--- src/design/cpuBusPkg.sv ---
`default_nettype none

package cpuBusPkg;

    //////////////////////////////////////////////////////////////////////
    // CPU transfer size
    //////////////////////////////////////////////////////////////////////

    // SIZ encoding as driven by the 68040 during a transfer start
    // Long and line transfers are always long-word aligned on the bus
    typedef enum logic [1:0] {
        sizeLong = 2'b00,
        sizeByte = 2'b01,
        sizeWord = 2'b10,
        sizeLine = 2'b11
    } cpuSize_e;

    //////////////////////////////////////////////////////////////////////
    // Data bus byte lanes
    //////////////////////////////////////////////////////////////////////

    // Four byte lanes with uu on D31..D24 and ll on D7..D0
    // The same layout serves the CPU bus and the local bus in both directions
    typedef struct packed {
        logic [7:0] uu;
        logic [7:0] um;
        logic [7:0] lm;
        logic [7:0] ll;
    } dataLanes_t;

    //////////////////////////////////////////////////////////////////////
    // Captured CPU request
    //////////////////////////////////////////////////////////////////////

    // One qualified off-board transfer start and the attributes seen with it
    // The valid bit pulses for a single clock, the rest is held until the next start
    typedef struct packed {
        logic     valid;
        cpuSize_e siz;
        logic [1:0] addrLow;
        logic     rnw;
        // Set when the addressed port is only 16 bits wide
        logic     wordPort;
    } cpuRequest_t;

endpackage

`default_nettype wire

--- src/design/localBusPkg.sv ---
`default_nettype none

package localBusPkg;

    //////////////////////////////////////////////////////////////////////
    // Cycle sequencer states
    //////////////////////////////////////////////////////////////////////

    // A plain transfer only visits single, a split visits the last three
    // Turnaround gives the word port one idle clock between the halves
    typedef enum logic [2:0] {
        idle       = 3'd0,
        single     = 3'd1,
        firstWord  = 3'd2,
        turnaround = 3'd3,
        secondWord = 3'd4
    } seqState_e;

    //////////////////////////////////////////////////////////////////////
    // Local cycle descriptor
    //////////////////////////////////////////////////////////////////////

    // Attributes of the local cycle that is running right now
    typedef struct packed {
        // High from the first local start until the final termination
        logic active;
        // Set for the whole of a long-word split to a word port
        logic lwCycle;
        // Set once the split has moved on to the lower word
        logic secondHalf;
        // Transfer goes out as a long word: long or line size, or a long port
        logic longXfer;
        // Local A1 and A0
        logic [1:0] addrLow;
        logic rnw;
    } localCycle_t;

endpackage

`default_nettype wire

--- src/design/cpuRequestCapture.sv ---
`default_nettype none

module cpuRequestCapture (
    input  wire                     CLK80,
    input  wire                     RESETn,
    input  wire                     tsCpuN,
    input  wire cpuBusPkg::cpuSize_e siz,
    input  wire [1:0]               addrCpu,
    input  wire                     rnw,
    input  wire                     portSize,
    input  wire                     lbenN,
    input  wire                     bgN,
    output cpuBusPkg::cpuRequest_t  request
);

    //////////////////////////////////////////////////////////////////////
    // Start qualification
    //////////////////////////////////////////////////////////////////////

    // Only off-board starts go to the local bus
    // On-board memory owns the cycle whenever lbenN is low
    // A start while bgN is high belongs to another master, so it is not ours
    logic startQualified;

    assign startQualified = !tsCpuN && lbenN && !bgN;

    //////////////////////////////////////////////////////////////////////
    // Request registers
    //////////////////////////////////////////////////////////////////////

    logic                validQ;
    cpuBusPkg::cpuSize_e sizQ;
    logic [1:0]          addrLowQ;
    logic                rnwQ;
    logic                wordPortQ;

    // The valid strobe is one clock wide because tsCpuN is one clock wide
    always_ff @(posedge CLK80) begin
        if (!RESETn) begin
            validQ <= 1'b0;
        end else begin
            validQ <= startQualified;
        end
    end

    // Attributes only move on a qualified start
    // They stay stable while the sequencer works through a split
    always_ff @(posedge CLK80) begin
        if (startQualified) begin
            sizQ      <= siz;
            addrLowQ  <= addrCpu;
            rnwQ      <= rnw;
            wordPortQ <= portSize;
        end
    end

    // Pack the request for the sequencer
    assign request = '{
        valid:    validQ,
        siz:      sizQ,
        addrLow:  addrLowQ,
        rnw:      rnwQ,
        wordPort: wordPortQ
    };

endmodule

`default_nettype wire

--- src/design/cycleSequencer.sv ---
`default_nettype none

module cycleSequencer (
    input  wire                         CLK80,
    input  wire                         RESETn,
    input  wire cpuBusPkg::cpuRequest_t request,
    input  wire                         tackN,
    input  wire cpuBusPkg::dataLanes_t  dataLocalIn,
    output logic                        tsN,
    output localBusPkg::localCycle_t    cycle,
    output cpuBusPkg::dataLanes_t       upperLatch,
    output logic                        termEnable
);

    //////////////////////////////////////////////////////////////////////
    // Transfer classification
    //////////////////////////////////////////////////////////////////////

    // Long and line sizes move 32 bits in one CPU cycle
    logic longSize;
    // A word port can only take 16 bits, so such a transfer runs twice
    logic splitNeeded;
    // Long-word path on the local side, used later by the lane flip
    logic longXfer;

    assign longSize    = (request.siz == cpuBusPkg::sizeLong) ||
                         (request.siz == cpuBusPkg::sizeLine);
    assign splitNeeded = longSize && request.wordPort;
    assign longXfer    = longSize || !request.wordPort;

    //////////////////////////////////////////////////////////////////////
    // Sequencer FSM
    //////////////////////////////////////////////////////////////////////

    localBusPkg::seqState_e state;

    // The 68040 issues no new start before the current one terminates
    // A request that shows up outside idle is therefore not expected and is dropped
    always_ff @(posedge CLK80) begin
        if (!RESETn) begin
            state      <= localBusPkg::idle;
            tsN        <= 1'b1;
            cycle      <= '0;
            upperLatch <= '0;
            termEnable <= 1'b0;
        end else begin
            // The local start is a one clock strobe
            tsN <= 1'b1;

            case (state)
                localBusPkg::idle: begin
                    if (request.valid) begin
                        tsN               <= 1'b0;
                        cycle.active      <= 1'b1;
                        cycle.lwCycle     <= splitNeeded;
                        cycle.secondHalf  <= 1'b0;
                        cycle.longXfer    <= longXfer;
                        cycle.rnw         <= request.rnw;
                        // A split always starts with the upper word at offset 0
                        cycle.addrLow     <= splitNeeded ? 2'b00 : request.addrLow;
                        // The CPU must not see the termination of the first half
                        termEnable        <= !splitNeeded;
                        state             <= splitNeeded ? localBusPkg::firstWord
                                                         : localBusPkg::single;
                    end
                end

                localBusPkg::single: begin
                    // Target may insert any number of wait states here
                    if (!tackN) begin
                        termEnable <= 1'b0;
                        cycle      <= '0;
                        state      <= localBusPkg::idle;
                    end
                end

                localBusPkg::firstWord: begin
                    if (!tackN) begin
                        // Hold the upper word of a read, the CPU gets it with the second half
                        if (cycle.rnw) begin
                            upperLatch.uu <= dataLocalIn.uu;
                            upperLatch.um <= dataLocalIn.um;
                        end
                        state <= localBusPkg::turnaround;
                    end
                end

                localBusPkg::turnaround: begin
                    // Second start goes to offset 2, where the lane flip applies
                    tsN              <= 1'b0;
                    cycle.secondHalf <= 1'b1;
                    cycle.addrLow    <= 2'b10;
                    termEnable       <= 1'b1;
                    state            <= localBusPkg::secondWord;
                end

                localBusPkg::secondWord: begin
                    // This termination is the only one passed to the CPU for a split
                    if (!tackN) begin
                        termEnable <= 1'b0;
                        cycle      <= '0;
                        state      <= localBusPkg::idle;
                    end
                end

                default: begin
                    termEnable <= 1'b0;
                    cycle      <= '0;
                    state      <= localBusPkg::idle;
                end
            endcase
        end
    end

endmodule

`default_nettype wire

--- src/design/laneSteering.sv ---
`default_nettype none

module laneSteering (
    input  wire localBusPkg::localCycle_t cycle,
    input  wire cpuBusPkg::dataLanes_t    upperLatch,
    input  wire                           termEnable,
    input  wire                           tackN,
    input  wire cpuBusPkg::dataLanes_t    dataCpuIn,
    input  wire cpuBusPkg::dataLanes_t    dataLocalIn,
    output cpuBusPkg::dataLanes_t         dataCpuOut,
    output logic                          dataCpuOe,
    output cpuBusPkg::dataLanes_t         dataLocalOut,
    output logic                          dataLocalOe,
    output logic [1:0]                    addrLocal,
    output logic                          taCpuN,
    output logic                          tbiCpuN
);

    //////////////////////////////////////////////////////////////////////
    // Lane flip
    //////////////////////////////////////////////////////////////////////

    // Word ports sit on the upper two lanes of the local bus
    // Anything at offset 2 has to be moved between the lower CPU lanes
    // and the upper local lanes
    // A long word to a long port is aligned, so it never flips
    logic flip;

    assign flip = (!cycle.longXfer || cycle.lwCycle) && cycle.addrLow[1];

    // Local A1 and A0 come from the cycle, which overrides them during a split
    assign addrLocal = cycle.addrLow;

    //////////////////////////////////////////////////////////////////////
    // Read path
    //////////////////////////////////////////////////////////////////////

    // Upper CPU lanes carry the held first word in the second half of a split
    // At that point the local upper lanes already hold the second word
    always_comb begin
        if (cycle.secondHalf) begin
            dataCpuOut.uu = upperLatch.uu;
            dataCpuOut.um = upperLatch.um;
        end else begin
            dataCpuOut.uu = dataLocalIn.uu;
            dataCpuOut.um = dataLocalIn.um;
        end

        if (flip) begin
            dataCpuOut.lm = dataLocalIn.uu;
            dataCpuOut.ll = dataLocalIn.um;
        end else begin
            dataCpuOut.lm = dataLocalIn.lm;
            dataCpuOut.ll = dataLocalIn.ll;
        end
    end

    //////////////////////////////////////////////////////////////////////
    // Write path
    //////////////////////////////////////////////////////////////////////

    // Lower local lanes always pass straight through
    always_comb begin
        if (flip) begin
            dataLocalOut.uu = dataCpuIn.lm;
            dataLocalOut.um = dataCpuIn.ll;
        end else begin
            dataLocalOut.uu = dataCpuIn.uu;
            dataLocalOut.um = dataCpuIn.um;
        end
        dataLocalOut.lm = dataCpuIn.lm;
        dataLocalOut.ll = dataCpuIn.ll;
    end

    // One side drives and the other listens, nothing drives between cycles
    assign dataCpuOe   = cycle.active && cycle.rnw;
    assign dataLocalOe = cycle.active && !cycle.rnw;

    //////////////////////////////////////////////////////////////////////
    // CPU termination
    //////////////////////////////////////////////////////////////////////

    // Local acknowledge goes straight through while the sequencer allows it
    // Burst inhibit rides on the same pulse so the CPU never bursts off-board
    assign taCpuN  = termEnable ? tackN : 1'b1;
    assign tbiCpuN = termEnable ? tackN : 1'b1;

endmodule

`default_nettype wire

--- src/design/cycleBridge.sv ---
`default_nettype none

module cycleBridge (
    input  wire                        CLK80,
    input  wire                        RESETn,

    // CPU transfer start and attributes
    input  wire                        tsCpuN,
    input  wire cpuBusPkg::cpuSize_e   siz,
    input  wire [1:0]                  addrCpu,
    input  wire                        rnw,
    input  wire                        portSize,
    input  wire                        lbenN,
    input  wire                        bgN,

    // CPU data bus, split into its two directions
    input  wire cpuBusPkg::dataLanes_t dataCpuIn,
    output cpuBusPkg::dataLanes_t      dataCpuOut,
    output logic                       dataCpuOe,

    // CPU termination
    output logic                       taCpuN,
    output logic                       tbiCpuN,

    // Local bus
    output logic                       tsN,
    output logic [1:0]                 addrLocal,
    input  wire                        tackN,
    input  wire cpuBusPkg::dataLanes_t dataLocalIn,
    output cpuBusPkg::dataLanes_t      dataLocalOut,
    output logic                       dataLocalOe
);

    //////////////////////////////////////////////////////////////////////
    // Internal connections
    //////////////////////////////////////////////////////////////////////

    cpuBusPkg::cpuRequest_t   request;
    localBusPkg::localCycle_t cycle;
    cpuBusPkg::dataLanes_t    upperLatch;
    logic                     termEnable;

    // Input side picks the off-board starts
    cpuRequestCapture uCapture (
        .CLK80    (CLK80),
        .RESETn   (RESETn),
        .tsCpuN   (tsCpuN),
        .siz      (siz),
        .addrCpu  (addrCpu),
        .rnw      (rnw),
        .portSize (portSize),
        .lbenN    (lbenN),
        .bgN      (bgN),
        .request  (request)
    );

    // Turns one request into one or two local cycles
    cycleSequencer uSequencer (
        .CLK80       (CLK80),
        .RESETn      (RESETn),
        .request     (request),
        .tackN       (tackN),
        .dataLocalIn (dataLocalIn),
        .tsN         (tsN),
        .cycle       (cycle),
        .upperLatch  (upperLatch),
        .termEnable  (termEnable)
    );

    // Data lanes, enables and CPU termination, all combinational
    laneSteering uSteering (
        .cycle        (cycle),
        .upperLatch   (upperLatch),
        .termEnable   (termEnable),
        .tackN        (tackN),
        .dataCpuIn    (dataCpuIn),
        .dataLocalIn  (dataLocalIn),
        .dataCpuOut   (dataCpuOut),
        .dataCpuOe    (dataCpuOe),
        .dataLocalOut (dataLocalOut),
        .dataLocalOe  (dataLocalOe),
        .addrLocal    (addrLocal),
        .taCpuN       (taCpuN),
        .tbiCpuN      (tbiCpuN)
    );

endmodule

`default_nettype wire

--- config.mk ---
export PLATFORM = sky130hd
export DESIGN_NAME = cycleBridge
export DESIGN_NICKNAME = d
export VERILOG_FILES = /design/src/design/cpuBusPkg.sv /design/src/design/localBusPkg.sv /design/src/design/cpuRequestCapture.sv /design/src/design/cycleSequencer.sv /design/src/design/laneSteering.sv /design/src/design/cycleBridge.sv
export SDC_FILE = /design/constraint.sdc
export NUM_CORES = 1
export LEC_CHECK = 0
export ABC_AREA = 1
export ABC_CLOCK_PERIOD_IN_PS = 1600
export BUFFER_PORTS_ARGS = -buffer_cell sky130_fd_sc_hd__buf_4
export CORE_MARGIN = 3
export CORE_UTILIZATION = 43
export CTS_BUF_LIST = sky130_fd_sc_hd__clkbuf_2
export CTS_CLUSTER_SIZE = 12
export DETAILED_ROUTE_END_ITERATION = 7
export GPL_TIMING_DRIVEN = 0
export PLACE_DENSITY_LB_ADDON = 0.1
export SLEW_MARGIN = 25
export SYNTH_ARGS = -nofsm -noshare
export SYNTH_HDL_FRONTEND = slang
export SYNTH_SLANG_ARGS = --single-unit
export TNS_END_PERCENT = 20
--- constraint.sdc ---
create_clock -name CLK80 -period 1.6 [get_ports CLK80]
set_clock_uncertainty 0.15 [all_clocks]
set_input_delay 0.08 -clock CLK80 [delete_from_list [all_inputs] [get_ports CLK80]]
set_output_delay 0.08 -clock CLK80 [all_outputs]
set_load 0.02 [all_outputs]
==> results.md <==
- Outcome: finished, violations left
- Failing checks: setup timing
- Unrepaired setup endpoints after global routing: true
- Avg WL per Cell: between 15 and 20 µm
- Distinct cells, synth: 27
- Vias in the first global route: 2446
- Post-route antenna net violation count: 0
- Peak Freq: approximately 520 MHz
- Die W: roughly 76 µm
- Largest net degree at the start of global routing: 11
- First-pass GRT wire length: 11500 µm
- Synth warnings: 0
- WP data required: 1.37 ns
- Register area: 771 µm²
- Syn avg cell area: 7.10 µm²
- Tot Pwr: between 3 and 4 mW
- Crit Path Max Fanout: 6
- Most frequent cells in the layout: buf_4, nand2_1, nor2_1, inv_1, o21ai_1
- Layout cells sized above 1: 46.8%
- Final WS setup: -0.309 ns
- Synth top area cells: dfxtp_1, nand2_1, o21ai_0, edfxtp_1, mux2_2
- Final min period: between 1.5 and 2 ns
- Clock Sink Count: 35
- Initial core utilization: a little under half
- Slew HR: between 40% and 50%
- GR Overflow Total: 0
- Crit path kind: register to output pin
- Pleak: approximately 2 nW
- Placed inst area: about 3300 µm²
- CP Capture Type: output pin
- CTS tree: done
- IR drop worst, VDD: 0.000519 V
- Syn Inst Count: 300
- Slew Limit Fails: 0
- CP arrival: ~1.7 ns
- Ant. Diodes: 0
- Syn_nets: around 380
- Gr usage total: between 20% and 30%
- Max_cap viols: 0
- Setup Viol. Count Final: 32
- Number of synthesized register bits: 35
- Crit-path cells: inv_2 -> o21ai_4 -> buf_6 -> buf_8 -> clkbuf_16 -> nand2_1 -> o21ai_0 -> buf_4
- Row cnt: 24
- Worst-path clk slew: 0.15 ns
- CTS Buf Count: 5
- Min-delay worst type: primary input to register
- Longest Clk Path Bufs: 2
- Cell area after synthesis: 2130 µm²
- DIE AREA: 5840 µm²
- Slowest CP cell: dfxtp_2
- Tightest Pin Transition: 0.828 ns
- DR vias: around 2700
- Power Dens Cells: around 780 nW/µm²
- Hold path startpoint: lbenN
- WL final: ~8300 µm
- Sequential-to-total area share from yosys stat: between 30 and 40%
- RD Place Congestion: slightly below 0.8
- Skew-Pair Late Insertion Delay: about 0.38 ns
- Fillcell total: ~280
- Most common cell after layout, fill and taps aside: buf_4
- CP Launch Type: register
- H-tree levels: 2
- Reg-to-reg startpoint: uSequencer.state[1]
- Top-area cell type share of the netlist area: 27.2%
- Post-DP HPWL: about 5200 µm
- Design Area, Final: ~4000 µm²
- Endpoints failing hold: 0
- Final Cycle Share: 119%
- Vias per cell: 4.92
- DRC violations left: 0
- Die Ht: 76.4 µm
- Crit path buffers/inverters: 5
- Synth area leader: dfxtp_1
- Slowest stage delay, CP: 0.35 ns
- Port Buffer Count: approximately 150
- Crit path from: uSequencer.cycle[3]
- Initial antenna violation count: 0
- Area growth syn-to-layout: 84.8%
- Crit path max-delay family: buffers and inverters
- Pre-antenna DRT Iters: 4
- Core Area: between 4000 and 5000 µm²
- Multi-input logic area: roughly 1100 µm²
- Root Driver: clkbuf_2
- I/O pin cnt: around 150
- Final nets: about 560
- Drt initial violations: roughly 140
- Setup slack at placement: between 0.009 and 0.01 ns
-- synth_stat cells (all sizes together) --
cell and count:
o21ai 51, nor4 1, nand2 63, nand4 4, nand3b 1, nand3 10, nor2 44, o21bai 1
mux2 16, nor3 1, edfxtp 6, clkinv 1, dfxtp 29, buf 25, a21oi 5, inv 36
clkbuf 6
-- flip-flops by register name (all words and copies together), names as in the netlist --
name                   count
uCapture.addrLowQ          2
uCapture.rnwQ              1
uCapture.sizQ              2
uCapture.validQ            1
uCapture.wordPortQ         1
uSequencer.cycle           7
uSequencer.state           3
uSequencer.termEnable      1
uSequencer.tsN             1
uSequencer.upperLatch     16
-- layout make-up --
type / instances / area share, %
Multi-Input combinational cell: 197 / 28.5
Tap cell: 65 / 2.07
Sequential cell: 35 / 19.6
Buffer: 31 / 6.64
Inverter: 37 / 3.56
Timing Repair Buffer: 179 / 38.9
Clock buffer: 6 / 0.763
-- routing by layer --
metal / GRT usage, % / part of all wire [%] / vias to the layer above
li1: - / - / 1311
met1: 28.1 / 39 / 1227
met2: 42.2 / 51 / 154
met3: 7.09 / 8.5 / 16
met4: 3.80 / 1.1 / 0
met5: 0 / 0 / -
-- what timing repair did --
item | in CTS | in global routing
gates resized for setup | 33 | 73
pin swaps | 0 | 1
endpoints found under the hold margin | 36 | 0
gates cloned | 1 | 2
buffers inserted | 1 | 2
setup endpoints to repair | 48 | 49
hold buffers | 27 | 0
-- cell families (layout without fill, tap and decap cells) --
family / after synthesis / after routing / share of synthesized area [%]
buffers and inverters: 68 / 253 / 16.5
and+or+nand+nor: 124 / 124 / 25.8
DFF: 35 / 35 / 35.7
muxes: 16 / 16 / 8.46
AOI/OAI and AO/OA: 57 / 57 / 13.5
-- final timing paths --
| kind | endpoint | slack [ns] | cells after the start |
|---|---|---|---|
| max | dataCpuOut[7] | -0.31 | 8 |
| min | uCapture.sizQ[0] | 0.03 | 3 |
| max reg2reg | uSequencer.upperLatch[27] | 0.10 | 6 |
| min reg2reg | uSequencer.cycle[0] | 0.31 | 2 |
-- through the flow --
| stage | setup TNS (ns) | hold slack [ns] | utilization (%) | std cells |
|---|---|---|---|---|
| floorplan | 0 | 0.00737 | - | 300 |
| global placement | -0.0385 | 0.108 | 72.5 | 511 |
| detailed placement | 0 | 0.109 | 72.5 | 511 |
| CTS | -6.34 | 0.0407 | 81.3 | 546 |
| global route | -10.85 | 0.0242 | 86.3 | 550 |
| finish | -8.30 | 0.0343 | 86.3 | 550 |
-- worst register-to-register path, stage by stage (launching register included) --
cell     delay, ns
dfxtp_1       0.44
inv_2         0.09
nor2_4        0.15
nand4_4       0.15
buf_6         0.19
o21ai_0       0.17
nor2_1        0.07
-- power breakdown --
part           internal, mW  total [mW]  switching, mW
sequential            0.942       0.978         0.0366
combinational         0.858        1.72          0.859
clock                0.0986       0.385          0.286
total                  1.90        3.08           1.18
(Power assumes the default switching activity.)
